===== config.mk =====
export PLATFORM = sky130hd
export DESIGN_NAME = data_store
export DESIGN_NICKNAME = d
export VERILOG_FILES = /design/src/rtl/cache_pkg.sv /design/src/rtl/data_store.sv
export SDC_FILE = /design/constraint.sdc
export NUM_CORES = 2
export LEC_CHECK = 0
export ABC_AREA = 0
export BUFFER_PORTS_ARGS = -buffer_cell sky130_fd_sc_hd__buf_2
export CORE_ASPECT_RATIO = 1.4
export CORE_MARGIN = 8
export CORE_UTILIZATION = 40
export DETAILED_ROUTE_END_ITERATION = 7
export HOLD_SLACK_MARGIN = 0.1
export SLEW_MARGIN = 30
export SYNTH_ARGS = -nofsm -noshare
export SYNTH_HDL_FRONTEND = slang
export SYNTH_MEMORY_MAX_BITS = 65536
export SYNTH_SLANG_ARGS = --single-unit

===== constraint.sdc =====
create_clock -name clk -period 14.3 [get_ports clk]
set_input_delay 4.29 -clock clk [delete_from_list [all_inputs] [get_ports clk]]
set_output_delay 4.29 -clock clk [all_outputs]
set_load 0.02 [all_outputs]

===== src/rtl/cache_pkg.sv =====
package cache_pkg;

    // Fixed cache geometry
    localparam int LANE_W     = 4;
    localparam int OFFSET_W   = 2;
    localparam int LINE_WORDS = 1 << OFFSET_W;
    // Address bits left above lane, word offset and byte offset
    localparam int TAG_W      = 32 - LANE_W - OFFSET_W - 2;

    typedef logic [31:0]         word_t;
    typedef logic [31:0]         addr_t;
    typedef logic [TAG_W-1:0]    tag_t;
    typedef logic [LANE_W-1:0]   lane_t;
    typedef logic [OFFSET_W-1:0] offset_t;

    typedef enum logic [2:0] {
        ST_IDLE,
        ST_LOOKUP,
        ST_WRITEBACK,
        ST_REFILL,
        ST_REPLAY
    } ctrl_state_t;

    // Core request, one word access
    typedef struct packed {
        logic  load;
        logic  store;
        addr_t address;
        word_t store_data;
    } cpu_req_t;

    // Memory command, single word read or write
    typedef struct packed {
        logic  read;
        logic  write;
        addr_t address;
        word_t writedata;
    } mem_cmd_t;

endpackage

===== src/rtl/data_store.sv =====
`timescale 1ns/10ps

module data_store #(
    parameter int ways_w = 1
) (
    input  logic                clk,
    input  logic                rd_en,
    input  cache_pkg::lane_t    lane,
    input  cache_pkg::offset_t  offset_rd,
    input  cache_pkg::offset_t  offset_wr,
    input  logic [ways_w-1:0]   rd_way,
    input  logic                wr_en,
    input  logic [ways_w-1:0]   wr_way,
    input  cache_pkg::word_t    wr_word,
    output cache_pkg::word_t    rd_word
);
    import cache_pkg::*;

    localparam int WAYS  = 1 << ways_w;
    localparam int DEPTH = 1 << (LANE_W + OFFSET_W);

    // Word memory per way, addressed by lane then word offset
    word_t mem  [WAYS][DEPTH];
    word_t rd_q [WAYS];

    always_ff @(posedge clk) begin
        if (rd_en) begin
            for (int w = 0; w < WAYS; w++) begin
                rd_q[w] <= mem[w][{lane, offset_rd}];
            end
        end
        if (wr_en) begin
            mem[wr_way][{lane, offset_wr}] <= wr_word;
        end
    end

    // Hit way on lookup, victim way during write-back
    assign rd_word = rd_q[rd_way];

endmodule


==> flow_summary.yaml <==
layout:
  nets: 7068
  area_growth_pct: 13.3
  fill_cells: 32300
  drive_gt1_share_pct: 28.5
  multiInputGateArea_mm2: 0.0327
  regArea_mm2: 0.125
cts:
  cts.sinks: 4160
  cts_buffers: 374
  worstSkewPairLatency_ns: 0.95
  cts_resized: 0
  ctsLongestPathBuffers: 4
  ctsRootBufferMaster: "clkbuf_16"
  clk_pin_slew_ns: 0.06
  ctsHoldBuffers: 0
  cts_max_level: 5
  cts_tree: "yes"
  post-cts-setup-buffer-count: 0
placement:
  globalplace.congestion: 0.876
  port_buffers: 76
  dp_hpwl_um: 260000
  pre_cts_slack_ns: 4.53
critical_path:
  path_class: "in -> out"
  start_kind: "input port"
  worstPathRequired_ns: 10.01
  cp_slowest_cell: "buf_4"
  cpPeakStageDelay_ns: 0.51
  worstSetupEndpointType: "output port"
  cp_max_fo: 32
  cp.arrival_ns: 5.53
  worstPathCellList: "buf_2 -> buf_4 -> mux2_2 -> buf_2"
  cp_common_cell: "buf_2"
  rr_worst_depth: 4
power:
  p_total_mw: 24.9
  power.density_mw_per_mm2: 139
  vdd_drop_max_v: 0.000106
  leakagePower_nw: 55.7
global_route:
  grt_antenna_before_repair: 62
  gr-total-overflow: 0
  grt_max_degree: 145
  grt_pass1_wl_um: 617000
  first_global_vias: 75200
  track_usage_pct: 21.1
status:
  status: "finished clean"
sta:
  worstMarginPinSlew_ns: 1.11
  drv_slew: 0
  hold_viol: 0
  rsz0062_at_grt: "no"
  clock.fmax_mhz: 102
  finalCriticalPeriod_ns: 9.82
  fin_skew_ns: 0.0681
  setup_viol: 0
  relSlewSlack_pct: 26.3
  fin_crit_sh_pct: 68.7
  setup_tns_ns: 0
  setup_slack_ns: 4.48
job:
  drv_cap: 0
worst_hold_path:
  min_path_type: "reg -> reg"
  whs_path_depth: 4
route:
  finalWirelength_um: 451000
  drtIter0Drc: 8937
  first_pass_iters: 6
  vias: 74200
  ant_nets: 0
  route.detailed.drc: 0
  vias_per_cell: 5.85
  wl_per_cell_um: 35.5
floorplanning:
  die_y_um: 760
  start_util_pct: 40.1
  dieArea_mm2: 0.416
  die_w_um: 548
  pin_count: 77
  core_mm2: 0.395
  rows: 273
synth:
  synth-main-ff-cell: "edfxtp_1"
  ys_ff_latch: 4160
  synthCells: 6665
  syn-mean-instance-area_um2: 23.7
  ys_warn_count: 0
  synth_area_mm2: 0.158
  synth_edf_count: 4160
  syn_nets: 6710
  synth-async-reset-ratio_pct: 0
  synth-seq-area-share_pct: 78.9
  ys_types: 37
synthesized netlist by cell type (all sizes together) (5+ instances only):
library cell / count / area (um2)
nand3: 13 / 65.1
nor2: 141 / 529
nor3: 8 / 40.0
mux2i: 491 / 4910
a21oi: 8 / 40.0
o211ai: 5 / 37.5
or4: 60 / 450
nand2b: 10 / 62.6
a22oi: 5 / 37.5
o21ai: 23 / 115
mux4: 1009 / 22700
mux2: 48 / 541
clkbuf: 169 / 634
o22ai: 241 / 1510
nand2: 31 / 116
edfxtp: 4160 / 125000
buf: 191 / 1160
nor2b: 15 / 93.8
layout by cell type (no fill, tap or decap), types with 5 or more instances in the layout:
cell / n
clkinvlp_4: 11
nor2_1: 13
mux2i_1: 484
clkbuf_1: 70
nand2_1: 28
nand3_1: 9
diode_2: 149
nor3_1: 8
bufinv_16: 42
inv_6: 10
a22oi_1: 5
o211ai_1: 5
buf_6: 6
clkbuf_16: 381
clkinv_4: 6
o22ai_2: 15
clkinv_1: 72
mux4_2: 1009
nor2b_1: 15
o21ai_0: 21
o22ai_1: 226
nor2_4: 128
mux2_2: 48
clkinv_2: 72
edfxtp_1: 4160
buf_12: 18
or4_1: 60
buf_4: 273
buf_2: 40
nand2b_1: 8
mux2i_2: 7
a21oi_1: 8
power by group:
| part | leakage (nW) | total (mW) | internal [mW] | switching, mW |
|---|---|---|---|---|
| registers | 37.5 | 13.5 | 13.5 | 0.0626 |
| logic | 12.4 | 1.25 | 0.423 | 0.831 |
| clock network | 5.89 | 10.1 | 5.65 | 4.43 |
| total | 55.7 | 24.9 | 19.6 | 5.32 |
path summary, 6_finish.rpt:
path / to / slack (ns) / start
setup / recovery: rd_word[17] / 4.48 / rd_way
hold / removal: rd_q[1][18]$_DFFE_PP_ / 0.92 / mem[1][274]$_DFFE_PP_
setup reg to reg: rd_q[0][6]$_DFFE_PP_ / 11.43 / mem[0][838]$_DFFE_PP_
hold reg to reg: rd_q[1][18]$_DFFE_PP_ / 0.92 / mem[1][274]$_DFFE_PP_
per-layer routing:
metal | share of wire, % | up-vias | track usage, %
li1 | - | 29500 | -
met1 | 35 | 40500 | 24.9
met2 | 52 | 3381 | 36.6
met3 | 7.2 | 782 | 3.54
met4 | 6.1 | 12 | 12.4
met5 | 0.019 | - | 0
kinds of logic (layout without fill, tap and decap cells):
kind of cell | after synthesis | in the layout | share of synthesized area (%)
other | 0 | 149 | 0
DFF | 4160 | 4160 | 78.9
buffers and inverters | 362 | 1014 | 1.14
muxes | 1548 | 1548 | 17.8
AOI/OAI and AO/OA | 300 | 300 | 1.19
and+or+nand+nor | 295 | 295 | 0.933
registers in the layout (all words and copies together) (netlist names):
signal  flops
mem      4096
rd_q       64
critical path: cells and delay by family:
kind | cells | cell delay [ns]
buf+inv | 3 | 0.75
mux | 1 | 0.41
final cells by class:
type                       instances  share of cell area, %
clock inverter                   219                   1.25
timing repair buffer             342                   1.56
inverter                           2                0.00419
clock buffer                     451                   5.46
multi-input combinational       2143                   18.2
antenna                          149                  0.208
sequential                      4160                   69.7
tap                             5225                   3.65
stage by stage:
stage / area, um2 / util (%) / hold slack [ns] / cells
3_3_place_gp: 167000 / 42.2 / 0.905 / 11900
4_1_cts: 179000 / 45.3 / 0.910 / 12500
5_1_grt: 179000 / 45.4 / 0.943 / 12700
3_5_place_dp: 167000 / 42.3 / 0.895 / 11900
6_report: 179000 / 45.5 / 0.922 / 12700
2_1_floorplan: 158000 / - / 0.764 / 6665
No activity file was read; power rests on OpenSTA's default activity.
