[src/rtl/cache_pkg.sv]
package cache_pkg;

    // Fixed cache geometry
    localparam int LANE_W     = 4;
    localparam int OFFSET_W   = 2;
    localparam int LINE_WORDS = 1 << OFFSET_W;
    // Address bits left above lane, word offset and byte offset
    localparam int TAG_W      = 32 - LANE_W - OFFSET_W - 2;

    typedef logic [31:0]         word_t;
    typedef logic [31:0]         addr_t;
    typedef logic [TAG_W-1:0]    tag_t;
    typedef logic [LANE_W-1:0]   lane_t;
    typedef logic [OFFSET_W-1:0] offset_t;

    typedef enum logic [2:0] {
        ST_IDLE,
        ST_LOOKUP,
        ST_WRITEBACK,
        ST_REFILL,
        ST_REPLAY
    } ctrl_state_t;

    // Core request, one word access
    typedef struct packed {
        logic  load;
        logic  store;
        addr_t address;
        word_t store_data;
    } cpu_req_t;

    // Memory command, single word read or write
    typedef struct packed {
        logic  read;
        logic  write;
        addr_t address;
        word_t writedata;
    } mem_cmd_t;

endpackage
[src/rtl/tag_store.sv]
`timescale 1ns/10ps

module tag_store #(
    parameter int ways_w = 1
) (
    input  logic               clk,
    input  logic               rst_n,
    input  logic               lookup_en,
    input  cache_pkg::lane_t   lane,
    input  cache_pkg::tag_t    tag_in,
    input  logic               tag_wr_en,
    input  logic               dirty_set,
    input  logic               dirty_clear,
    input  logic [ways_w-1:0]  wr_way,
    input  logic [ways_w-1:0]  victim_way,
    output logic               hit,
    output logic [ways_w-1:0]  hit_way,
    output logic               victim_valid,
    output logic               victim_dirty,
    output cache_pkg::tag_t    victim_tag
);
    import cache_pkg::*;

    localparam int WAYS  = 1 << ways_w;
    localparam int LANES = 1 << LANE_W;

    tag_t            tag_mem [WAYS][LANES];
    tag_t            tag_rd  [WAYS];
    logic [WAYS-1:0] valid_q [LANES];
    logic [WAYS-1:0] dirty_q [LANES];
    logic [WAYS-1:0] hit_vec;
    lane_t           lane_q;
    tag_t            tag_q;

    // Tag array, one read per way on lookup
    always_ff @(posedge clk) begin
        if (lookup_en) begin
            tag_q <= tag_in;
            for (int w = 0; w < WAYS; w++) begin
                tag_rd[w] <= tag_mem[w][lane];
            end
        end
        if (tag_wr_en) begin
            tag_mem[wr_way][lane] <= tag_in;
        end
    end

    always_ff @(posedge clk) begin
        if (!rst_n) begin
            lane_q <= '0;
            for (int l = 0; l < LANES; l++) begin
                valid_q[l] <= '0;
                dirty_q[l] <= '0;
            end
        end else begin
            if (lookup_en) begin
                lane_q <= lane;
            end
            // A freshly refilled line starts clean
            if (tag_wr_en) begin
                valid_q[lane][wr_way] <= 1'b1;
                dirty_q[lane][wr_way] <= 1'b0;
            end else if (dirty_set) begin
                dirty_q[lane][wr_way] <= 1'b1;
            end else if (dirty_clear) begin
                dirty_q[lane][wr_way] <= 1'b0;
            end
        end
    end

    always_comb begin
        hit_way = '0;
        for (int w = 0; w < WAYS; w++) begin
            hit_vec[w] = valid_q[lane_q][w] && (tag_rd[w] == tag_q);
            if (hit_vec[w]) begin
                hit_way = ways_w'(w);
            end
        end
    end

    assign hit          = |hit_vec;
    assign victim_valid = valid_q[lane_q][victim_way];
    assign victim_dirty = dirty_q[lane_q][victim_way];
    assign victim_tag   = tag_rd[victim_way];

    // A refill never leaves the same line in two ways
    assert property (@(posedge clk) disable iff (!rst_n) $onehot0(hit_vec));

endmodule

[config.mk]
export PLATFORM = sky130hd
export DESIGN_NAME = tag_store
export DESIGN_NICKNAME = d
export VERILOG_FILES = /design/src/rtl/cache_pkg.sv /design/src/rtl/tag_store.sv
export SDC_FILE = /design/constraint.sdc
export NUM_CORES = 1
export LEC_CHECK = 0
export ABC_CLOCK_PERIOD_IN_PS = 2400
export BUFFER_PORTS_ARGS = -buffer_cell sky130_fd_sc_hd__buf_2
export CORE_UTILIZATION = 55
export DETAILED_ROUTE_END_ITERATION = 16
export PLACE_DENSITY = 0.74
export SETUP_SLACK_MARGIN = 0.5
export SYNTH_ARGS = -nofsm -noshare
export SYNTH_HDL_FRONTEND = slang
export SYNTH_SLANG_ARGS = --single-unit
export TNS_END_PERCENT = 5
[constraint.sdc]
create_clock -name clk -period 2.4 [get_ports clk]
set_input_delay 0.12 -clock clk [delete_from_list [all_inputs] [get_ports clk]]
set_output_delay 0.12 -clock clk [all_outputs]
set_load 0.005 [all_outputs]
==> run_results.csv <==
group,metric,value,unit
yosys,synthesis.nets,1549,
detailed_routing,drc_errors,0,
sta,max_slew_margin,46.05,%
detailed_routing,first_pass_iters,5,
yosys,ys_seq_area_share,77.36,%
final_layout,drive_above_1_share,34.10,%
yosys,async_flop_share,0,%
global_routing,grt_max_degree,69,
setup_path,r2r-start,"tag_mem[0][4]",
setup_path,crit_type,"flip-flop to primary output",
setup_path,worstPathRequired,2.28,ns
final_layout,num_antenna_cells,0,
sta,rsz0062_at_grt,"true",
pwr,powerDensity,818.8,nW/um^2
sta,finalHoldViolCount,0,
final_layout,nets,1762,
yosys,synth-edff-count,872,
final_layout,multiInputGateArea,7810,um^2
sta,fin_tns_setup,-1.310,ns
yosys,synth_flop_cell,"edfxtp_1",
yosys,synth_area_leaders,"edfxtp_1 75%, mux4_2 16%, dfxtp_1 2.3%, mux2_2 0.84%, nor2_1 0.71%",
placed_design,numPortBuffers,63,
global_routing,gr-total-overflow,0,
final_layout,layout_commonest_cell,"edfxtp_1",
detailed_routing,antenna_left,0,
hold_path,min_from,"tag_in[12]",
yosys,synth.cell_area,34880,um^2
clock_network,cts_tree,"yes",
yosys,ys_warn_count,0,
yosys,ys_types,30,
final_layout,final_cells,2629,
clock_network,clock_sinks,912,
clock_network,insertion_delay,0.64,ns
detailed_routing,wirelength,81.14,mm
global_routing,grt_pass1_wl,117.2,mm
flow_run,max-cap-violations,0,
yosys,synth_top_area_share,75.06,%
clock_network,htreeDepth,3,
placed_design,place_area,37240,um^2
pwr,peakVddDrop,471.9,uV
sta,final-setup-viol-count,4,
yosys,ys_ff_latch,912,
setup_path,crit_path_max_fanout,8,
floorplanning,core_area,62170,um^2
final_layout,fillCellCount,4016,
clock_network,cts-buffers-inserted,90,
pwr,leakage,0.01283,uW
sta,max_freq,357.4,MHz
yosys,synth.avg_cell_area,23.06,um^2
global_routing,grtUsageTotal,26.20,%
global_routing,grt_pass1_vias,17160,
placed_design,hpwl,47.63,mm
yosys,postSynthCellCount,1513,
final_layout,area_delta_synth_final,15.46,%
clock_network,cts_root_buf,"clkbuf_16",
sta,period_share,116.6,%
sta,slew_violations,0,
setup_path,endpoint_kind,"primary output",
placed_design,place.gp.congestion,0.8292,
clock_network,path_clk_slew,0.06,ns
final_layout,seq_area,26990,um^2
floorplanning,dieArea,64430,um^2
sta,tightest_slew,0.8019,ns
sta,whs,0.01410,ns
hold_path,hp-class,"input pin to flip-flop",
yosys,yosys.area.top_type,"edfxtp_1",
placed_design,dp.cells,2445,
global_routing,antenna_found_initial,0,
detailed_routing,via_per_inst,6.439,
floorplanning,pin_count,64,
setup_path,critPathLaunchType,"flip-flop",
sta,worst_slack,-0.3981,ns
final_layout,design_area,40280,um^2
detailed_routing,avgRoutedWirePerCell,30.86,um
floorplanning,start_util,56.11,%
clock_network,cts_buffer_depth,3,
detailed_routing,vias,16930,
sta,fin_crit,2.798,ns
run_status,violations,"negative setup slack",
floorplanning,die_h,253.8,um
final_layout,layout_common_cells,"872 x edfxtp_1, 256 x mux4_2, 99 x buf_4",
sta,skew,0.01878,ns
detailed_routing,drt_iter0_markers,2160,
setup_path,arrival,2.68,ns
floorplanning,die_w,253.8,um
floorplanning,rows,91,
run_status,status,"finished with violations",
==> worst paths after layout <==
| kind | to | slack, ns | cells after the start |
|---|---|---|---|
| worst max-delay path | victim_dirty | -0.40 | 6 |
| worst max register to register | tag_rd[0][4] | 0.71 | 2 |
| worst min-delay path | tag_q[12] | 0.01 | 1 |
| worst min register to register | valid_q[11][0] | 0.47 | 1 |
==> report_power, final <==
group | total (uW) | internal [uW] | switching [uW]
registers | 17900 | 17800 | 157
clock network | 13200 | 7610 | 5590
logic | 1850 | 820 | 1030
total | 33000 | 26200 | 6780
==> cell families after synthesis <==
kind of cell | Yosys count | share of synthesized area [%]
AOI/OAI and AO/OA | 69 | 1.255
and+or+nand+nor | 111 | 1.420
DFF | 912 | 77.36
xor gates and xnor gates | 48 | 1.205
buffers and inverters | 81 | 1.001
muxes | 292 | 17.76
==> state kept, by name (all words and copies together), names as in the netlist, named ones only <==
name / flops
dirty_q: 32
lane_q: 4
tag_mem: 768
tag_q: 24
tag_rd: 48
valid_q: 32
==> Yosys cell counts, types with 6 or more instances <==
cell type,number
nand2_1,11
dfxtp_1,40
xnor2_1,24
o21a_1,32
edfxtp_1,872
xor2_1,24
mux2i_1,8
buf_2,21
clkbuf_1,47
mux2_2,26
nand4_1,10
nor2b_1,8
nor2_1,66
nor4_1,7
mux4_2,255
o21ai_0,32
buf_1,8
nand3_1,6
==> worst max-delay path, cell delays in order (launching register included) <==
cell	delay, ns
dfxtp_4	0.38
buf_12	0.14
buf_4	0.12
mux4_2	0.49
mux4_2	0.48
mux2_4	0.31
buf_6	0.12
==> area by class of cell <==
cell class	count	share of cell area [%]
clock buffer	121	6.141
tap	837	2.600
timing repair buffer	199	4.153
sequential	912	67.01
inverter	3	0.02796
multi-input combinational	520	19.39
clock inverter	37	0.6741
==> per-layer routing <==
metal	up-vias	share of wire [%]	track usage, %
li1	6817	-	-
met1	8985	39	38.14
met3	111	11	5.203
met2	1015	48	40.96
met4	0	2.0	7.332
met5	-	0	0
==> metrics by stage <==
stage          utilization [%]  power [uW]  setup WS (ns)
2_1_floorplan                -       19220         0.2903
3_3_place_gp             59.90       20000         0.1763
3_5_place_dp             59.90       20050         0.1975
4_1_cts                  64.73       33150        -0.3736
5_1_grt                  64.79       33820        -0.4519
6_report                 64.79       32980        -0.3981
==> timing repair <==
action / 4_1_cts / 5_1_grt
hold endpoints to repair: 619 / 0
setup buffers: 0 / 4
gates resized for setup: 8 / 2
hold buffers: 21 / 0
setup endpoints to repair: 4 / 4
pin swaps: 0 / 1
cloned: 1 / 0
Note: power is estimated with default switching activity, not from simulation.
