<file path="config.mk">
export PLATFORM = sky130hd
export DESIGN_NAME = cache_ctrl
export DESIGN_NICKNAME = d
export VERILOG_FILES = /design/src/rtl/cache_pkg.sv /design/src/rtl/cache_ctrl.sv
export SDC_FILE = /design/constraint.sdc
export NUM_CORES = 1
export LEC_CHECK = 0
export BUFFER_PORTS_ARGS = -buffer_cell sky130_fd_sc_hd__buf_4
export CAP_MARGIN = 10
export CORE_AREA = 2 2 125 127
export CTS_BUF_LIST = sky130_fd_sc_hd__clkbuf_16
export DETAILED_ROUTE_END_ITERATION = 6
export DIE_AREA = 0 0 127 129
export PLACE_DENSITY_LB_ADDON = 0.2
export SLEW_MARGIN = 5
export SYNTH_ARGS = -nofsm -noshare
export SYNTH_HDL_FRONTEND = slang
export SYNTH_SLANG_ARGS = --single-unit
</file>
<file path="constraint.sdc">
create_clock -name clk -period 4.45 [get_ports clk]
set_input_delay 0.6675 -clock clk [delete_from_list [all_inputs] [get_ports clk]]
set_output_delay 0.6675 -clock clk [all_outputs]
set_load 0.005 [all_outputs]
</file>
<file path="src/rtl/cache_pkg.sv">
package cache_pkg;

    // Fixed cache geometry
    localparam int LANE_W     = 4;
    localparam int OFFSET_W   = 2;
    localparam int LINE_WORDS = 1 << OFFSET_W;
    // Address bits left above lane, word offset and byte offset
    localparam int TAG_W      = 32 - LANE_W - OFFSET_W - 2;

    typedef logic [31:0]         word_t;
    typedef logic [31:0]         addr_t;
    typedef logic [TAG_W-1:0]    tag_t;
    typedef logic [LANE_W-1:0]   lane_t;
    typedef logic [OFFSET_W-1:0] offset_t;

    typedef enum logic [2:0] {
        ST_IDLE,
        ST_LOOKUP,
        ST_WRITEBACK,
        ST_REFILL,
        ST_REPLAY
    } ctrl_state_t;

    // Core request, one word access
    typedef struct packed {
        logic  load;
        logic  store;
        addr_t address;
        word_t store_data;
    } cpu_req_t;

    // Memory command, single word read or write
    typedef struct packed {
        logic  read;
        logic  write;
        addr_t address;
        word_t writedata;
    } mem_cmd_t;

endpackage
</file>
<file path="src/rtl/cache_ctrl.sv">
`timescale 1ns/10ps

module cache_ctrl #(
    parameter int ways_w = 1
) (
    input  logic                 clk,
    input  logic                 rst_n,
    input  cache_pkg::cpu_req_t  req,
    input  logic                 hit,
    input  logic [ways_w-1:0]    hit_way,
    input  logic                 victim_valid,
    input  logic                 victim_dirty,
    input  cache_pkg::tag_t      victim_tag,
    input  logic [ways_w-1:0]    victim_way,
    input  cache_pkg::word_t     rd_word,
    input  cache_pkg::offset_t   issue_count,
    input  cache_pkg::offset_t   return_count,
    input  logic                 issue_last,
    input  logic                 return_last,
    input  logic                 waitrequest,
    input  logic                 readdatavalid,
    input  cache_pkg::word_t     readdata,
    output logic                 busy,
    output logic                 done,
    output cache_pkg::word_t     load_data,
    output cache_pkg::mem_cmd_t  mem_cmd,
    output logic                 lookup_en,
    output cache_pkg::lane_t     lane,
    output cache_pkg::offset_t   offset_rd,
    output cache_pkg::offset_t   offset_wr,
    output logic                 tag_wr_en,
    output logic                 data_wr_en,
    output logic                 dirty_set,
    output logic                 dirty_clear,
    output logic [ways_w-1:0]    wr_way,
    output cache_pkg::word_t     wr_word,
    output logic                 issue_step,
    output logic                 return_step,
    output logic                 count_clear,
    output logic                 victim_advance
);
    import cache_pkg::*;

    ctrl_state_t state;
    ctrl_state_t state_next;
    cpu_req_t    req_q;
    logic        reads_done;
    logic        accept;
    tag_t        req_tag;
    lane_t       req_lane;
    offset_t     req_offset;

    assign accept     = (state == ST_IDLE) && (req.load || req.store);
    assign req_tag    = req_q.address[31 -: TAG_W];
    assign req_lane   = req_q.address[2 + OFFSET_W +: LANE_W];
    assign req_offset = req_q.address[2 +: OFFSET_W];

    // Index comes straight from the core while idle
    assign lane      = (state == ST_IDLE) ? req.address[2 + OFFSET_W +: LANE_W] : req_lane;
    assign wr_way    = (state == ST_LOOKUP) ? hit_way : victim_way;
    assign wr_word   = (state == ST_REFILL) ? readdata : req_q.store_data;
    assign load_data = rd_word;

    always_comb begin
        state_next     = state;
        busy           = 1'b1;
        done           = 1'b0;
        lookup_en      = 1'b0;
        offset_rd      = req_offset;
        offset_wr      = req_offset;
        tag_wr_en      = 1'b0;
        data_wr_en     = 1'b0;
        dirty_set      = 1'b0;
        dirty_clear    = 1'b0;
        issue_step     = 1'b0;
        return_step    = 1'b0;
        count_clear    = 1'b0;
        victim_advance = 1'b0;
        // Address of the access in progress, which also feeds the tag store
        mem_cmd.read      = 1'b0;
        mem_cmd.write     = 1'b0;
        mem_cmd.address   = {req_q.address[31:2], 2'b00};
        mem_cmd.writedata = rd_word;
        case (state)
            ST_IDLE: begin
                busy            = 1'b0;
                lookup_en       = accept;
                offset_rd       = req.address[2 +: OFFSET_W];
                mem_cmd.address = {req.address[31:2], 2'b00};
                if (accept) begin
                    state_next = ST_LOOKUP;
                end
            end
            ST_LOOKUP: begin
                if (hit) begin
                    busy       = 1'b0;
                    done       = 1'b1;
                    data_wr_en = req_q.store;
                    dirty_set  = req_q.store;
                    state_next = ST_IDLE;
                end else if (victim_valid && victim_dirty) begin
                    // Fetch victim word 0 ahead of the first write
                    lookup_en  = 1'b1;
                    offset_rd  = '0;
                    state_next = ST_WRITEBACK;
                end else begin
                    state_next = ST_REFILL;
                end
            end
            ST_WRITEBACK: begin
                mem_cmd.write   = 1'b1;
                mem_cmd.address = {victim_tag, req_lane, issue_count, 2'b00};
                if (!waitrequest) begin
                    issue_step = 1'b1;
                    lookup_en  = 1'b1;
                    offset_rd  = issue_count + 1'b1;
                    if (issue_last) begin
                        dirty_clear = 1'b1;
                        count_clear = 1'b1;
                        state_next  = ST_REFILL;
                    end
                end
            end
            ST_REFILL: begin
                mem_cmd.read    = !reads_done;
                mem_cmd.address = {req_tag, req_lane, issue_count, 2'b00};
                issue_step      = !reads_done && !waitrequest;
                offset_wr       = return_count;
                if (readdatavalid) begin
                    return_step = 1'b1;
                    data_wr_en  = 1'b1;
                    if (return_last) begin
                        tag_wr_en      = 1'b1;
                        count_clear    = 1'b1;
                        victim_advance = 1'b1;
                        state_next     = ST_REPLAY;
                    end
                end
            end
            ST_REPLAY: begin
                lookup_en  = 1'b1;
                state_next = ST_LOOKUP;
            end
            default: begin
                state_next = ST_IDLE;
            end
        endcase
    end

    always_ff @(posedge clk) begin
        if (!rst_n) begin
            state      <= ST_IDLE;
            reads_done <= 1'b0;
        end else begin
            state <= state_next;
            if (count_clear) begin
                reads_done <= 1'b0;
            end else if (issue_step && issue_last) begin
                reads_done <= 1'b1;
            end
        end
    end

    always_ff @(posedge clk) begin
        if (accept) begin
            req_q <= req;
        end
    end

    assert property (@(posedge clk) disable iff (!rst_n) !(mem_cmd.read && mem_cmd.write));
    assert property (@(posedge clk) disable iff (!rst_n) done |-> !busy);

endmodule

</file>
==> report_table.html <==
<table>
<tr><th>Metric</th><th>Value</th></tr>
<tr><th colspan="2">Placed design</th></tr>
<tr><td>Buffers on Ports</td><td>218</td></tr>
<tr><td>Detailed-placement wirelength estimate</td><td>8600 um</td></tr>
<tr><td>Post-Place Cell Area</td><td>5280 um2</td></tr>
<tr><td>Final weighted congestion of routability-driven global placement</td><td>0.703</td></tr>
<tr><th colspan="2">Power</th></tr>
<tr><td>Net Sw Frac</td><td>0.319</td></tr>
<tr><td>Reg power frac</td><td>0.303</td></tr>
<tr><td>Switching component of the power</td><td>0.00111 W</td></tr>
<tr><td>Clock power share</td><td>0.215</td></tr>
<tr><td>Pwr Total</td><td>0.00350 W</td></tr>
<tr><td>IR drop worst, VDD</td><td>0.349 mV</td></tr>
<tr><td>Standby leakage power</td><td>2.47 nW</td></tr>
<tr><td>Combinational group share of total power</td><td>0.481</td></tr>
<tr><td>PwrDens</td><td>624 nW/um2</td></tr>
<tr><td>P_int</td><td>0.00238 W</td></tr>
<tr><th colspan="2">Clock tree</th></tr>
<tr><td>Total number of clock tree sinks</td><td>67</td></tr>
<tr><td>Total of cells resized after clock tree synthesis</td><td>0</td></tr>
<tr><td>Clock tree from TritonCTS</td><td>yes</td></tr>
<tr><td>Clock Tree Buf Depth</td><td>2</td></tr>
<tr><td>Clock H-tree levels</td><td>3</td></tr>
<tr><td>TritonCTS Buffers</td><td>9</td></tr>
<tr><td>Post CTS Setup Buffer Count</td><td>0</td></tr>
<tr><td>Post-CTS Hold Buffers</td><td>0</td></tr>
<tr><td>Root buffer selected by CTS</td><td>sky130_fd_sc_hd__clkbuf_16</td></tr>
<tr><td>Clock slew at the register clock pins of the worst setup and hold paths</td><td>60 ps</td></tr>
<tr><td>Clk_lat worst skew</td><td>330 ps</td></tr>
<tr><th colspan="2">Logic synthesis</th></tr>
<tr><td>Portion of the post-synthesis area used by sequential elements</td><td>0.497</td></tr>
<tr><td>Proportion of synthesized flip-flops having asynchronous set or reset</td><td>0</td></tr>
<tr><td>Mapped Area</td><td>3970 um2</td></tr>
<tr><td>Number of synthesized register bits</td><td>67</td></tr>
<tr><td>Multiplexer share of the synthesized area</td><td>0.199</td></tr>
<tr><td>Post-synth EDFFs</td><td>63</td></tr>
<tr><td>Dominant combinational cell family by area after synthesis</td><td>multiplexers</td></tr>
<tr><td>Post-synthesis area per instance</td><td>12.0 um2</td></tr>
<tr><td>Area share of xor/xnor cells in the synthesized design</td><td>0.00221</td></tr>
<tr><td>Gate Count Post-Synth</td><td>331</td></tr>
<tr><td>Predominant post-synthesis flop cell</td><td>sky130_fd_sc_hd__edfxtp_1</td></tr>
<tr><td>Share of synthesized cell area in full adder, half adder and majority cells</td><td>0</td></tr>
<tr><td>Yosys warns</td><td>0</td></tr>
<tr><td>Number of different library cells in the post-synthesis netlist</td><td>39</td></tr>
<tr><td>Fraction of the mapped netlist area in compound gates</td><td>0.0757</td></tr>
<tr><td>Synthesized-area fraction occupied by and/or/nand/nor cells</td><td>0.0685</td></tr>
<tr><th colspan="2">STA</th></tr>
<tr><td>Unrepaired setup endpoints after global routing</td><td>false</td></tr>
<tr><td>Worst slew margin relative to its limit</td><td>0.265</td></tr>
<tr><td>Period minus WS final</td><td>3310 ps</td></tr>
<tr><td>Count of endpoints failing hold in the final timing report</td><td>0</td></tr>
<tr><td>Share of the cycle needed by the critical path after routing</td><td>0.743</td></tr>
<tr><td>Setup clock skew after layout</td><td>5.07 ps</td></tr>
<tr><td>Slew at the pin with the worst max-slew slack</td><td>1100 ps</td></tr>
<tr><td>Final sum of negative setup slack</td><td>0 ps</td></tr>
<tr><td>Final-report setup violation count</td><td>0</td></tr>
<tr><td>Max-slew violations</td><td>0</td></tr>
<tr><td>Worst Hold Slack</td><td>507 ps</td></tr>
<tr><td>Max Freq</td><td>0.303 GHz</td></tr>
<tr><th colspan="2">Floorplan</th></tr>
<tr><td>Die H</td><td>129 um</td></tr>
<tr><td>Area of the core</td><td>15,000 um2</td></tr>
<tr><td>Top-Level Pins</td><td>319</td></tr>
<tr><td>Starting density of the core</td><td>0.265</td></tr>
<tr><td>Die outline area</td><td>16,400 um2</td></tr>
<tr><td>Die Span X</td><td>127 um</td></tr>
<tr><td>Placement row count</td><td>45</td></tr>
<tr><th colspan="2">Cells and area</th></tr>
<tr><td>Final standard cell utilization of the core</td><td>0.374</td></tr>
<tr><td>Area added between synthesis and finish</td><td>41.3%</td></tr>
<tr><td>Register cell area after layout</td><td>1970 um2</td></tr>
<tr><td>Most used cells in the layout excluding fill and tap cells</td><td>sky130_fd_sc_hd__buf_4, sky130_fd_sc_hd__edfxtp_1, sky130_fd_sc_hd__nand2_1</td></tr>
<tr><td>Final instance area</td><td>5600 um2</td></tr>
<tr><td>Combined area of the multi-input logic cells</td><td>1380 um2</td></tr>
<tr><td>Most frequent standard cell in the layout excluding fill and tap cells</td><td>sky130_fd_sc_hd__buf_4</td></tr>
<tr><td>Diode insertion count for antenna repair</td><td>0</td></tr>
<tr><td>Number of nets in the layout</td><td>650</td></tr>
<tr><td>Filler instances</td><td>1,493</td></tr>
<tr><td>Share of layout cells above drive strength 1</td><td>0.588</td></tr>
<tr><th colspan="2">Routing</th></tr>
<tr><td>Final wirelength</td><td>11,400 um</td></tr>
<tr><td>M1 WL</td><td>4190 um</td></tr>
<tr><td>Detailed-routing iteration count for the pre-antenna-repair pass</td><td>4</td></tr>
<tr><td>Violation count after the first detailed-routing iteration</td><td>121</td></tr>
<tr><td>Detail Route met2 WL</td><td>6020 um</td></tr>
<tr><td>Top routing layer in use</td><td>met4</td></tr>
<tr><td>Mean routed wirelength per cell</td><td>16.9 um</td></tr>
<tr><td>Antenna-violating nets left</td><td>0</td></tr>
<tr><td>Routed wire length on met3</td><td>878 um</td></tr>
<tr><td>Number of DRC violations after detailed routing</td><td>0</td></tr>
<tr><td>Post-DR vias/cell</td><td>4.45</td></tr>
<tr><td>Via total after detailed routing</td><td>3,001</td></tr>
<tr><th colspan="2">Job</th></tr>
<tr><td>Number of max-capacitance violations reported</td><td>0</td></tr>
<tr><th colspan="2">Setup path</th></tr>
<tr><td>Critical R2R Launch</td><td>state[1]$_SDFFE_PN0P_</td></tr>
<tr><td>CP required</td><td>3780 ps</td></tr>
<tr><td>CP arrival</td><td>2640 ps</td></tr>
<tr><td>Endpoint type of the worst setup path</td><td>output pin</td></tr>
<tr><td>Worst setup SP type</td><td>register</td></tr>
<tr><td>Worst setup path startpoint</td><td>state[2]$_SDFFE_PN0P_</td></tr>
<tr><td>Max FO, Critical Path</td><td>38</td></tr>
<tr><td>Category of the critical setup timing path</td><td>register to output pin</td></tr>
<tr><th colspan="2">GRT</th></tr>
<tr><td>Via count of the first global-routing pass</td><td>3,037</td></tr>
<tr><td>Global routing usage summed across all routing layers</td><td>0.133</td></tr>
<tr><td>Remaining global-route overflow</td><td>0</td></tr>
<tr><td>Antenna violations before repair</td><td>0</td></tr>
<tr><td>Wire length of the first global-routing pass</td><td>16,500 um</td></tr>
<tr><td>Pin count of the biggest net entering global routing</td><td>42</td></tr>
<tr><th colspan="2">Hold path</th></tr>
<tr><td>Min-Delay Path Class</td><td>input pin to register</td></tr>
<tr><td>Min-Delay Startpoint</td><td>req[14]</td></tr>
<tr><th colspan="2">Status</th></tr>
<tr><td>Outcome</td><td>finished clean</td></tr>
</table>
## cells in the mapped netlist, types with 2 or more instances
cell | instances | area (um2)
sky130_fd_sc_hd__a21oi_1 | 4 | 20.0
sky130_fd_sc_hd__a221o_1 | 2 | 20.0
sky130_fd_sc_hd__a22oi_1 | 4 | 30.0
sky130_fd_sc_hd__and3_1 | 4 | 25.0
sky130_fd_sc_hd__buf_2 | 5 | 25.0
sky130_fd_sc_hd__buf_4 | 69 | 518
sky130_fd_sc_hd__buf_6 | 4 | 45.0
sky130_fd_sc_hd__clkbuf_1 | 7 | 26.3
sky130_fd_sc_hd__dfxtp_1 | 4 | 80.1
sky130_fd_sc_hd__edfxtp_1 | 63 | 1890
sky130_fd_sc_hd__inv_1 | 2 | 7.51
sky130_fd_sc_hd__mux2_2 | 26 | 293
sky130_fd_sc_hd__mux2_4 | 17 | 255
sky130_fd_sc_hd__mux2i_1 | 24 | 240
sky130_fd_sc_hd__nand2_1 | 30 | 113
sky130_fd_sc_hd__nand2b_1 | 2 | 12.5
sky130_fd_sc_hd__nor2_1 | 10 | 37.5
sky130_fd_sc_hd__nor2b_1 | 2 | 12.5
sky130_fd_sc_hd__nor3_1 | 6 | 30.0
sky130_fd_sc_hd__o21a_1 | 2 | 15.0
sky130_fd_sc_hd__o21ai_0 | 26 | 130
## path summary, 6_finish.rpt
| check | slack, ps | end | cells past startpoint |
|---|---|---|---|
| worst max-delay path | 1140 | wr_word[13] | 4 |
| worst min register to register | 560 | reads_done$_SDFFE_PP0P_ | 2 |
| worst max register to register | 2180 | req_q[64]$_DFFE_PP_ | 4 |
| worst min-delay path | 510 | req_q[14]$_DFFE_PP_ | 1 |
## metal layers
metal	vias to the layer above	GRT usage
met4	0	0.0763
li1	1423	-
met2	134	0.234
met3	37	0.0407
met5	-	0
met1	1407	0.143
## power by group through the flow
stage | clock network [W] | registers (W) | logic (W)
after floorplan | 0 | 0.00105 | 0.000927
after global placement | 0 | 0.00107 | 0.00170
after detailed placement | 0 | 0.00107 | 0.00171
after CTS | 0.000783 | 0.00106 | 0.00171
after global routing | 0.000805 | 0.00109 | 0.00184
final | 0.000754 | 0.00106 | 0.00168
## worst max-delay path, stage by stage, from the launching register on
cell and delay [ps]:
sky130_fd_sc_hd__dfxtp_1 640, sky130_fd_sc_hd__and2b_4 290, sky130_fd_sc_hd__nand2_2 800, sky130_fd_sc_hd__mux2_2 420
sky130_fd_sc_hd__buf_4 140
## cells by family after synthesis
group / after synthesis
DFF: 67
muxes: 67
AOI/OAI and AO/OA: 48
buffers and inverters: 87
other: 1
and+or+nand+nor: 60
xor gates and xnor gates: 1
## final cells by class
cell class,instances,share of cell area
flip-flops and latches,67,0.352
repair buffers,223,0.302
multi-input cells,178,0.247
well taps,188,0.0420
clock buffers,9,0.0402
clock inverters,7,0.0152
inverters,2,0.00134
## flip-flops by register name, indices dropped and copies added, names as in the netlist
| register | cells |
|---|---|
| reads_done | 1 |
| req_lane | 4 |
| req_offset | 2 |
| req_q | 57 |
| state | 3 |
## stage by stage
step	setup slack, ps	cells
after floorplan	215	332
after global placement	1390	657
after detailed placement	1400	657
after CTS	1030	673
after global routing	954	674
final	1140	674
No activity file was read; power rests on OpenSTA's default activity.
