<file path="config.mk">
export PLATFORM = sky130hd
export DESIGN_NAME = beat_counter
export DESIGN_NICKNAME = d
export VERILOG_FILES = /design/src/rtl/cache_pkg.sv /design/src/rtl/beat_counter.sv
export SDC_FILE = /design/constraint.sdc
export NUM_CORES = 1
export LEC_CHECK = 0
export BUFFER_PORTS_ARGS = -buffer_cell sky130_fd_sc_hd__buf_2
export CORE_AREA = 4 4 41 43
export DETAILED_ROUTE_END_ITERATION = 8
export DIE_AREA = 0 0 45 47
export GPL_TIMING_DRIVEN = 0
export PLACE_DENSITY = 0.53
export SETUP_SLACK_MARGIN = 0.05
export SLEW_MARGIN = 25
export SYNTH_ARGS = -nofsm -noshare
export SYNTH_HDL_FRONTEND = slang
export SYNTH_SLANG_ARGS = --single-unit
</file>
<file path="constraint.sdc">
create_clock -name clk -period 1.1 [get_ports clk]
set_input_delay 0.22 -clock clk [delete_from_list [all_inputs] [get_ports clk]]
set_output_delay 0.22 -clock clk [all_outputs]
set_load 0.01 [all_outputs]
</file>
<file path="src/rtl/cache_pkg.sv">
package cache_pkg;

    // Fixed cache geometry
    localparam int LANE_W     = 4;
    localparam int OFFSET_W   = 2;
    localparam int LINE_WORDS = 1 << OFFSET_W;
    // Address bits left above lane, word offset and byte offset
    localparam int TAG_W      = 32 - LANE_W - OFFSET_W - 2;

    typedef logic [31:0]         word_t;
    typedef logic [31:0]         addr_t;
    typedef logic [TAG_W-1:0]    tag_t;
    typedef logic [LANE_W-1:0]   lane_t;
    typedef logic [OFFSET_W-1:0] offset_t;

    typedef enum logic [2:0] {
        ST_IDLE,
        ST_LOOKUP,
        ST_WRITEBACK,
        ST_REFILL,
        ST_REPLAY
    } ctrl_state_t;

    // Core request, one word access
    typedef struct packed {
        logic  load;
        logic  store;
        addr_t address;
        word_t store_data;
    } cpu_req_t;

    // Memory command, single word read or write
    typedef struct packed {
        logic  read;
        logic  write;
        addr_t address;
        word_t writedata;
    } mem_cmd_t;

endpackage
</file>
<file path="src/rtl/beat_counter.sv">
`timescale 1ns/10ps

module beat_counter #(
    parameter int ways_w = 1
) (
    input  logic                clk,
    input  logic                rst_n,
    input  logic                issue_step,
    input  logic                return_step,
    input  logic                count_clear,
    input  logic                victim_advance,
    output cache_pkg::offset_t  issue_count,
    output cache_pkg::offset_t  return_count,
    output logic                issue_last,
    output logic                return_last,
    output logic [ways_w-1:0]   victim_way
);
    import cache_pkg::*;

    // Extra top bit tells a full line from an empty one
    logic [OFFSET_W:0] issue_q;
    logic [OFFSET_W:0] return_q;

    always_ff @(posedge clk) begin
        if (!rst_n) begin
            issue_q    <= '0;
            return_q   <= '0;
            victim_way <= '0;
        end else begin
            if (count_clear) begin
                issue_q  <= '0;
                return_q <= '0;
            end else begin
                if (issue_step) begin
                    issue_q <= issue_q + 1'b1;
                end
                if (return_step) begin
                    return_q <= return_q + 1'b1;
                end
            end
            // Round robin over the ways
            if (victim_advance) begin
                victim_way <= victim_way + 1'b1;
            end
        end
    end

    assign issue_count  = issue_q[OFFSET_W-1:0];
    assign return_count = return_q[OFFSET_W-1:0];
    assign issue_last   = (issue_q == (OFFSET_W + 1)'(LINE_WORDS - 1));
    assign return_last  = (return_q == (OFFSET_W + 1)'(LINE_WORDS - 1));

    // A returned word always belongs to a read already issued
    assert property (@(posedge clk) disable iff (!rst_n) return_step |-> (return_q < issue_q));

endmodule

</file>
==> results of run 1 <==
==> layout make-up <==
type                            count  area share, %
Multi-Input combinational cell     19           36.4
Tap cell                           15           3.33
Inverter                            2           1.33
Timing Repair Buffer               17           24.6
Clock buffer                        4           4.66
Buffer                              3           3.99
Sequential cell                     7           25.7
==> placed cells by master, fill, tap and decap left out <==
cell type / synthesis / layout
a211oi_1: 2 / 2
and2_2: 1 / 1
buf_2: 0 / 6
buf_4: 4 / 7
buf_6: 0 / 7
clkbuf_1: 0 / 1
clkbuf_4: 0 / 3
dfxtp_1: 7 / 3
dfxtp_2: 0 / 4
ha_4: 0 / 4
inv_1: 2 / 2
mux2i_1: 2 / 2
nand2b_4: 1 / 1
nor2_1: 6 / 6
xnor2_1: 2 / 2
xor2_1: 1 / 1
==> power groups by stage <==
stage | sequential [µW] | clock, µW | combinational, µW
after floorplan | 280 | 0 | 40.1
after global placement | 279 | 0 | 68.2
after detailed placement | 279 | 0 | 68.6
after CTS | 275 | 245 | 89.1
after global routing | 277 | 262 | 101
final | 276 | 236 | 90.4
==> registers in the layout, indices dropped and copies added, names as in the netlist <==
name,count
victim_way,1
issue_q,3
return_q,3
==> per-stage QoR <==
stage | total power (µW) | instances | util, % | setup slack, ns
after floorplan | 320 | 32 | - | 0.0583
after global placement | 347 | 59 | 31.6 | 0.0109
after detailed placement | 348 | 59 | 31.6 | -0.00116
after CTS | 609 | 67 | 43.1 | -0.124
after global routing | 640 | 67 | 43.4 | -0.152
final | 602 | 67 | 43.4 | -0.122
==> critical path: cells and delay by family (launching register included) <==
kind / cells / cell delay [ns]
flip-flops: 1 / 0.33
adder cells (fa/ha/maj): 2 / 0.31
buffers and inverters: 1 / 0.11
==> repair_timing <==
action	4_1_cts	5_1_grt
gates resized for setup	18	1
hold buffers	0	0
setup endpoints to repair	8	6
pin swaps	2	1
setup buffers	4	1
==> cells by family after synthesis <==
group | synth area share, %
buffers and inverters | 11.3
AOI/OAI and AO/OA | 4.51
DFF | 42.1
xor gates and xnor gates | 7.90
adders and majority gates | 15.0
and+or+nand+nor | 13.2
muxes | 6.02
==> final timing paths <==
check,startpoint,slack [ns],endpoint,cells past startpoint
max reg2reg,issue_q[0],0.11,issue_q[2],3
max,issue_q[0],-0.12,issue_last,3
min reg2reg,issue_q[2],0.48,issue_q[2],2
min,issue_step,0.21,issue_q[2],2
==> routing by layer <==
| layer | wire length [µm] | GRT usage, % | part of all wire [%] | up-vias |
|---|---|---|---|---|
| met5 | 0 | 0 | 0 | - |
| met4 | 0 | 0 | 0 | 0 |
| met3 | 71 | 6.13 | 11 | 0 |
| met2 | 301 | 12.7 | 47 | 12 |
| met1 | 264 | 7.76 | 41 | 120 |
| li1 | - | - | - | 139 |
==> synthesized netlist by cell type (all sizes together) <==
cell type	number	area share [%]
xor2	1	2.6
inv	2	2.3
nand2b	1	4.1
ha	4	15
mux2i	2	6.0
and2	1	2.3
dfxtp	7	42
nor2	6	6.8
xnor2	2	5.3
a211oi	2	4.5
buf	4	9.0
==> results by group, run 1 <==
Routing
  • Number of DRC markers in iteration 0: 2
  • DRT antenna net count: 0
  • Drt pass-1 iters: 2
  • Total number of vias: 271
  • Drt total wl: 638 µm
  • Drt drc: 0
  • Via/cell ratio: 4.04
  • Avg WL per Cell: 9.52 µm

Clock tree
  • Worst-case clock buffer depth: 2
  • H-tree depth: 1
  • Worst-Skew Late Latency: 0.25 ns
  • CTS clk-pin slew, worst paths: 0.05 ns
  • CTS Root Cell: clkbuf_4
  • Clock sinks: 7
  • Total CTS buffers: 3
  • TritonCTS clock tree: built

Global route
  • Global-route usage over all layers: 7.52%
  • GR Overflow Total: 0
  • Initial antenna violation count: 0
  • Largest net degree at the start of global routing: 7
  • Global-route wire length before repair: 1110 µm
  • Number of global-route vias before repair: 280

Placed design
  • Global placer's final weighted congestion: 0.617
  • Port Buf Inserts: 12
  • Dpl cell area: 412 µm²
  • Dpl hpwl: 414 µm

Worst setup path
  • CP Capture Type: primary output
  • CP most frequent cell: ha_4
  • Startpoint types: flop
  • Crit-path slowest cell: dfxtp_2
  • Worst Path Max Fanout: 2
  • Critical path's largest stage delay: 0.33 ns
  • CP Data Arrival Time: 1.00 ns
  • Critical-path cell list: ha_4 > ha_4 > buf_6
  • Setup CP Type: reg -> out
  • Crit path required time: 0.88 ns

Synth
  • YS warnings: 0
  • Mapped Cells: 32
  • Yosys cell types: 11
  • Avg Synthesized Cell Area: 10.4 µm²
  • Synthesized Nets: 42
  • Synthesis-stage register bit count: 7
  • Post-synthesis sequential area ratio: 42.1%
  • Post-synthesis cell area: 333 µm²

Cells and area
  • Filler instances: 145
  • FF/Latch Area: 145 µm²
  • Design Area, Final: 564 µm²
  • Number of diodes: 0
  • Layout cells sized above 1: 63.5%
  • Final net count: 63
  • Area of the multi-input gates: 205 µm²
  • Syn-to-layout area delta: 69.5%

Timing
  • Tightest Pin Transition: 0.182 ns
  • Hold_ws: 0.213 ns
  • Setup_tns: -0.433 ns
  • Worst rel slew slack: 87.8%
  • Hold Violations, Final: 0
  • Skew final: 0.000604 ns
  • Highest clock rate: 818 MHz
  • RSZ-0062 raised after global routing: yes
  • Final setup margin: -0.122 ns
  • Final Setup Violations: 5
  • Final period util: 111%
  • Max-slew violations: 0
  • Final Critical Period: 1.22 ns

Floorplan
  • Die height: 47 µm
  • # rows: 13
  • Area of the core: 0.00130 mm²
  • Io pins: 13
  • Initial Utilization: 25.6%
  • DIE AREA: 0.00212 mm²
  • Die width: 45 µm

Power and ir drop
  • Flop pwr share: 45.8%
  • PwrDens: 1070 mW/mm²
  • Comb power frac: 15.0%
  • LEAKAGE: 0.000254 µW
  • Clock Power Share: 39.2%
  • NetSw: 143 µW
  • Worst vdd ir: 0.631 mV
  • Internal power: 459 µW
  • Sw Share: 23.7%

Run status
  • Status: complete, but fails checks
  • Failing checks: setup timing

Flow run
  • Max Cap Viol: 0

Worst hold path
  • Hold Path Class: in -> reg
(Power assumes the default switching activity.)
==> run 2: changes to the inputs <==
ABC_AREA = 1   (was default)
GPL_ROUTABILITY_DRIVEN = 0   (was default)
PLACE_DENSITY = 0.54   (was 0.53)
==> run 2 against run 1 <==
Net effect:
- the flow still finishes with violations (setup timing)
- first-iteration DRC count unchanged
- combinational power is 5.8% lower
- area after synthesis is 4.5% higher
- global-route usage increased by 1.2 points
- synthesized cell count grew 47%
- critical path type unchanged
- largest power group unchanged
==> results by group, run 2 <==
Run status
  • Status: complete, but fails checks
  • Failing checks: setup timing

Synth
  • Dominant cells by area after synthesis: dfxtp_1 (40%), ha_1 (14%), nand2_1 (12%)
  • Post-Synth Adder-Cell Area: 14.4% (-0.65 points)
  • Post-synth top flop: dfxtp_1
  • Top cells by count, synth: nand2_1 (11), nor2_1 (10), dfxtp_1 (7)
  • Synth Area in Simple Gates: 28.4% (+15 points)
  • Ys async rst share: 0% (unchanged)
  • Post-synthesis xor/xnor area fraction: 0% (-7.9 points)
  • EDFF count, synth: 0 (unchanged)
  • Compound-Gate Fraction of Synth Area: 2.88% (-1.6 points)
  • Mapped Cells: 47 (+47%)
  • Yosys top cell by area: dfxtp_1
  • Post-synthesis sequential area ratio: 40.3% (-1.8 points)
  • Synthesis-stage register bit count: 7 (unchanged)
  • Largest family of logic cells by synthesized area: simple AND/OR/NAND/NOR gates
  • Yosys cell types: 8 (-3)
  • Avg Synthesized Cell Area: 7.40 µm² (-29%)
  • Share of the synthesized area in the top cell type: 40.3% (-1.8 points)
  • Synthesized Nets: 57 (+36%)
  • Post-synthesis mux area share: 0% (-6.0 points)
  • Count leader, synth: nand2_1
  • Post-synthesis cell area: 348 µm² (+4.5%)
  • YS warnings: 0 (unchanged)

Timing
  • RSZ-0062 raised after global routing: yes
  • Max-slew violations: 0 (unchanged)
  • Final period util: 112% (+0.51 points)
  • Final Setup Violations: 4 (-1)
  • Final setup margin: -0.128 ns (-0.00558 ns)
  • Highest clock rate: 814 MHz (-0.45%)
  • Hold Violations, Final: 0 (unchanged)
  • Final Critical Period: 1.23 ns (+0.00558 ns)
  • Skew final: 0.00222 ns (+0.00161 ns)
  • Tightest Pin Transition: 0.159 ns (-0.0230 ns)
  • Worst rel slew slack: 89.4% (+1.6 points)

Floorplan
  • DIE AREA: 0.00212 mm² (unchanged)
  • Die height: 47 µm (unchanged)
  • Initial Utilization: 26.7% (+1.2 points)
  • Die width: 45 µm (unchanged)
  • Area of the core: 0.00130 mm² (unchanged)
  • Io pins: 13 (unchanged)
  • # rows: 13 (unchanged)

Worst setup path
  • Startpoint types: flop
  • Crit path required time: 0.88 ns (about the same)
  • Setup CP Type: reg -> out
  • CP Data Arrival Time: 1.01 ns (about the same)
  • Critical path's largest stage delay: 0.33 ns (about the same)
  • CP most frequent cell: ha_4
  • Critical-path cell list: ha_4 > ha_4 > buf_6
  • Crit-path slowest cell: dfxtp_2
  • Launch point of the worst path: return_q[0]
  • Reg2reg start: issue_q[0]
  • Worst Path Max Fanout: 2 (unchanged)
  • CP Capture Type: primary output

Cells and area
  • Largest regs: issue_q x3, return_q x3, victim_way x1
  • Design Area, Final: 583 µm² (+3.3%)
  • Filler instances: 133 (-8.3%)
  • Final net count: 78 (+24%)
  • Syn-to-layout area delta: 67.6%
  • FF/Latch Area: 145 µm² (unchanged)
  • Commonest cells after routing, fill and taps aside: nand2_1 (11), nor2_1 (10), buf_6 (8), buf_4 (6), buf_2 (6)
  • Most common cell after layout, fill and taps aside: nand2_1
  • Final design utilization: 44.8% (+1.4 points)
  • Layout cells sized above 1: 46.3% (-17 points)
  • Area of the multi-input gates: 209 µm² (+1.8%)
  • Number of diodes: 0 (unchanged)

Global route
  • Global-route wire length before repair: 1250 µm (+12%)
  • GR Overflow Total: 0 (unchanged)
  • Global-route usage over all layers: 8.72% (+1.2 points)
  • Initial antenna violation count: 0 (unchanged)
  • Number of global-route vias before repair: 297 (+6.1%)
  • Largest net degree at the start of global routing: 7 (unchanged)

Routing
  • Drt drc: 0 (unchanged)
  • Number of DRC markers in iteration 0: 2 (unchanged)
  • Drt total wl: 766 µm (+20%)
  • Total number of vias: 327 (+21%)
  • DRT antenna net count: 0 (unchanged)
  • Via/cell ratio: 3.99 (-1.4%)
  • Avg WL per Cell: 9.34 µm (-1.9%)
  • Drt pass-1 iters: 4 (+2)

Clock tree
  • TritonCTS clock tree: built
  • Worst-case clock buffer depth: 2 (unchanged)
  • CTS Root Cell: clkbuf_4
  • CTS clk-pin slew, worst paths: 0.05 ns (about the same)
  • Worst-Skew Late Latency: 0.25 ns (about the same)
  • Total CTS buffers: 3 (unchanged)
  • H-tree depth: 1 (unchanged)
  • Clock sinks: 7 (unchanged)

Power and ir drop
  • PwrDens: 1020 mW/mm² (-4.5%)
  • Worst vdd ir: 0.515 mV (-18%)
  • Total power: 595 µW (-1.3%)
  • LEAKAGE: 0.000276 µW (+8.5%)

Placed design
  • Dpl cell area: 427 µm² (+3.6%)
  • Dpl hpwl: 476 µm (+15%)
  • Port Buf Inserts: 12 (unchanged)

Worst hold path
  • Hold Path Class: in -> reg
  • Worst hold start: victim_advance

Flow run
  • Max Cap Viol: 0 (unchanged)
[run 2: cells by family (layout without fill, tap and decap cells)]
group | Yosys count | in the layout
buffers and inverters | 9 | 29
AO/OA/AOI/OAI | 2 | 2
flip-flops | 7 | 7
AND/OR/NAND/NOR | 25 | 25
adder cells (fa/ha/maj) | 4 | 4
[run 2: report_power, final]
| part | switching, µW | internal, µW |
|---|---|---|
| combinational | 40.1 | 45.1 |
| clock | 96.9 | 139 |
| sequential | 8.73 | 265 |
| total | 146 | 449 |
[run 2: worst paths after layout]
path	to	slack, ns	cells after the start
max	return_last	-0.13	3
max reg2reg	issue_q[2]	0.10	5
min	victim_way	0.20	3
min reg2reg	issue_q[2]	0.47	2
[run 2: metal layers]
metal	track usage [%]	vias up	wire length, µm
met5	0	-	0
met4	7.02	0	0
li1	-	182	-
met1	11.2	135	353
met2	12.1	10	360
met3	2.30	0	52
[run 2: through the flow]
step / setup slack [ns] / cells / hold slack (ns) / TNS (ns)
2_1_floorplan: 0.0978 / 47 / 0.340 / 0
3_3_place_gp: 0.0329 / 74 / 0.459 / 0
3_5_place_dp: 0.0409 / 74 / 0.464 / 0
4_1_cts: -0.127 / 82 / 0.196 / -0.553
5_1_grt: -0.156 / 82 / 0.241 / -0.488
6_report: -0.128 / 82 / 0.200 / -0.380
[run 2: area by class of cell]
cell class                      count  area share (%)
Tap cell                           15            3.22
Timing Repair Buffer               18            25.8
Inverter                            5            3.22
Multi-Input combinational cell     31            35.8
Sequential cell                     7            24.9
Buffer                              2            2.58
Clock buffer                        4            4.51
[run 2: worst max-delay path, delay by kind of cell (launching register included)]
family	cells	cell delay [ns]
buffers and inverters	1	0.11
adder cells (fa/ha/maj)	2	0.31
flip-flops	1	0.33
[run 2: what timing repair did]
action | 4_1_cts | 5_1_grt
hold buffers | 0 | 0
pin swaps | 1 | 1
gates resized for setup | 18 | 2
endpoints found under the setup margin | 8 | 6
setup buffers | 4 | 2
==> run 3: changes to the inputs <==
==> constraint.sdc (replaced) <==
create_clock -name clk -period 1.1 [get_ports clk]
set_input_delay 0.055 -clock clk [delete_from_list [all_inputs] [get_ports clk]]
set_output_delay 0.055 -clock clk [all_outputs]
set_load 0.01 [all_outputs]
==> run 3 against run 2 <==
Net effect:
- the flow now finishes without violations
- via count fell by 1.8%
- cell count unchanged
- register-to-register slack about the same
- flip-flop and latch count is the same
- critical endpoint unchanged
- highest routed layer unchanged
- non-clock buffer count did not move
- combinational power is 9.5% lower
- setup slack better by 0.17 ns
==> results by group, run 3 (same netlist as run 2, synthesis figures left out) <==
Power and ir drop
  • Worst vdd ir: 0.518 mV (+0.71%)
  • LEAKAGE: 0.000271 µW (-1.7%)
  • PwrDens: 1060 mW/mm² (+4.2%)
  • Total power: 585 µW (-1.6%)

Placed design
  • DP Cell Count: 74 (unchanged)
  • Worst slack at placement: 0.0409 ns (unchanged)
  • Dpl hpwl: 476 µm (unchanged)
  • Port Buf Inserts: 12 (unchanged)

Cells and area
  • Cell Count, Final, Fillers Out: 82 (unchanged)
  • Most common cell after layout, fill and taps aside: nand2_1
  • Syn-to-layout area delta: 58.3%
  • Final net count: 78 (unchanged)
  • Number of diodes: 0 (unchanged)
  • Layout cells sized above 1: 46.3% (unchanged)
  • Largest regs: issue_q x3, return_q x3, victim_way x1
  • Commonest cells after routing, fill and taps aside: nand2_1 (11), nor2_1 (10), buf_2 (10), buf_4 (8), inv_1 (5)

Clock tree
  • TritonCTS clock tree: built
  • CTS Root Cell: clkbuf_4
  • Worst-case clock buffer depth: 2 (unchanged)
  • Total CTS buffers: 3 (unchanged)
  • CTS clk-pin slew, worst paths: 0.05 ns (about the same)
  • # hold bufs at CTS: 0 (unchanged)
  • Clock sinks: 7 (unchanged)
  • H-tree depth: 1 (unchanged)
  • Worst-Skew Late Latency: 0.25 ns (about the same)

Worst hold path
  • Hold Path Class: in -> reg

Global route
  • GR Overflow Total: 0 (unchanged)
  • Global-route wire length before repair: 1220 µm (-2.2%)
  • Largest net degree at the start of global routing: 7 (unchanged)
  • Number of global-route vias before repair: 288 (-3.0%)
  • Initial antenna violation count: 0 (unchanged)
  • Global-route usage over all layers: 8.48% (-0.24 points)

Floorplan
  • DIE AREA: 0.00212 mm² (unchanged)
  • Die width: 45 µm (unchanged)
  • Io pins: 13 (unchanged)
  • Die height: 47 µm (unchanged)
  • # rows: 13 (unchanged)
  • Initial Utilization: 26.7% (unchanged)
  • Area of the core: 0.00130 mm² (unchanged)

Worst setup path
  • CP Data Arrival Time: 1.01 ns (about the same)
  • Setup CP Type: reg -> out
  • Worst Path Max Fanout: 2 (unchanged)
  • Startpoint types: flop
  • CP Capture Type: primary output
  • Crit path required time: 1.04 ns (+0.16 ns)

Routing
  • Number of DRC markers in iteration 0: 1 (-1)
  • Drt total wl: 754 µm (-1.6%)
  • Total number of vias: 321 (-1.8%)
  • Avg WL per Cell: 9.20 µm (-1.6%)
  • Drt drc: 0 (unchanged)
  • Drt pass-1 iters: 2 (-2)
  • Via/cell ratio: 3.91 (-1.8%)
  • DRT antenna net count: 0 (unchanged)

Timing
  • Tightest Pin Transition: 0.162 ns (+0.00261 ns)
  • Final setup margin: 0.0379 ns (+0.166 ns)
  • Final period util: 96.6% (-15 points)
  • Highest clock rate: 941 MHz (+16%)
  • Worst rel slew slack: 89.2% (-0.17 points)
  • RSZ-0062 raised after global routing: yes
  • Skew final: 0.000834 ns (-0.00138 ns)
  • Final Setup Violations: 0 (-4)
  • Hold Violations, Final: 0 (unchanged)
  • Hold_ws: 0.0377 ns (-0.162 ns)
  • Setup_tns: 0 ns (+0.380 ns)
  • Final Critical Period: 1.06 ns (-0.166 ns)
  • Max-slew violations: 0 (unchanged)

Run status
  • Status: finished, final reports clean

Flow run
  • Max Cap Viol: 0 (unchanged)
## run 3: cell counts in the layout (fill, tap and decap cells not counted)
Identical to the previous run, type by type.
## run 3: worst paths after layout
kind | from | to | slack (ns) | cells after the start
min reg2reg | issue_q[2] | issue_q[2] | 0.47 | 2
min | victim_advance | victim_way | 0.04 | 3
max | return_q[0] | return_last | 0.04 | 3
max reg2reg | return_q[0] | return_q[2] | 0.10 | 5
## run 3: critical path, cell delays in order, from the launching register on
cell and delay, ns:
dfxtp_2 0.34, ha_4 0.16, ha_4 0.15, buf_6 0.11
## run 3: repair_timing
| item | 4_1_cts | 5_1_grt |
|---|---|---|
| gates cloned | 0 | 0 |
| gates resized for setup | 14 | 0 |
| pin swaps | 1 | 1 |
| endpoints found under the setup margin | 4 | 2 |
| hold endpoints to repair | 0 | 0 |
| buffers inserted | 4 | 0 |
## run 3: stage by stage
step | cell area (µm²) | utilization (%)
global placement | 427 | 32.8
CTS | 551 | 42.3
detailed placement | 427 | 32.8
global route | 551 | 42.3
floorplan | 348 | -
finish | 551 | 42.3
## run 3: final cells by class
type	count	area (µm²)
repair buffers	16	103
fillers	141	751
flip-flops and latches	7	145
well taps	15	18.8
inverters	5	18.8
plain buffers	4	30.0
multi-input cells	31	209
clock buffers	4	26.3
## run 3: layer usage
metal  track usage, %  share of wire [%]  vias up
met1             11.0                 46      128
met2             11.6                 47       10
li1                 -                  -      183
met4             7.02                  0        0
met5                0                  0        -
met3             2.30                7.8        0
## run 3: power breakdown
group	internal (µW)	switching [µW]
clock	138	95.8
sequential	265	8.41
combinational	38.3	38.8
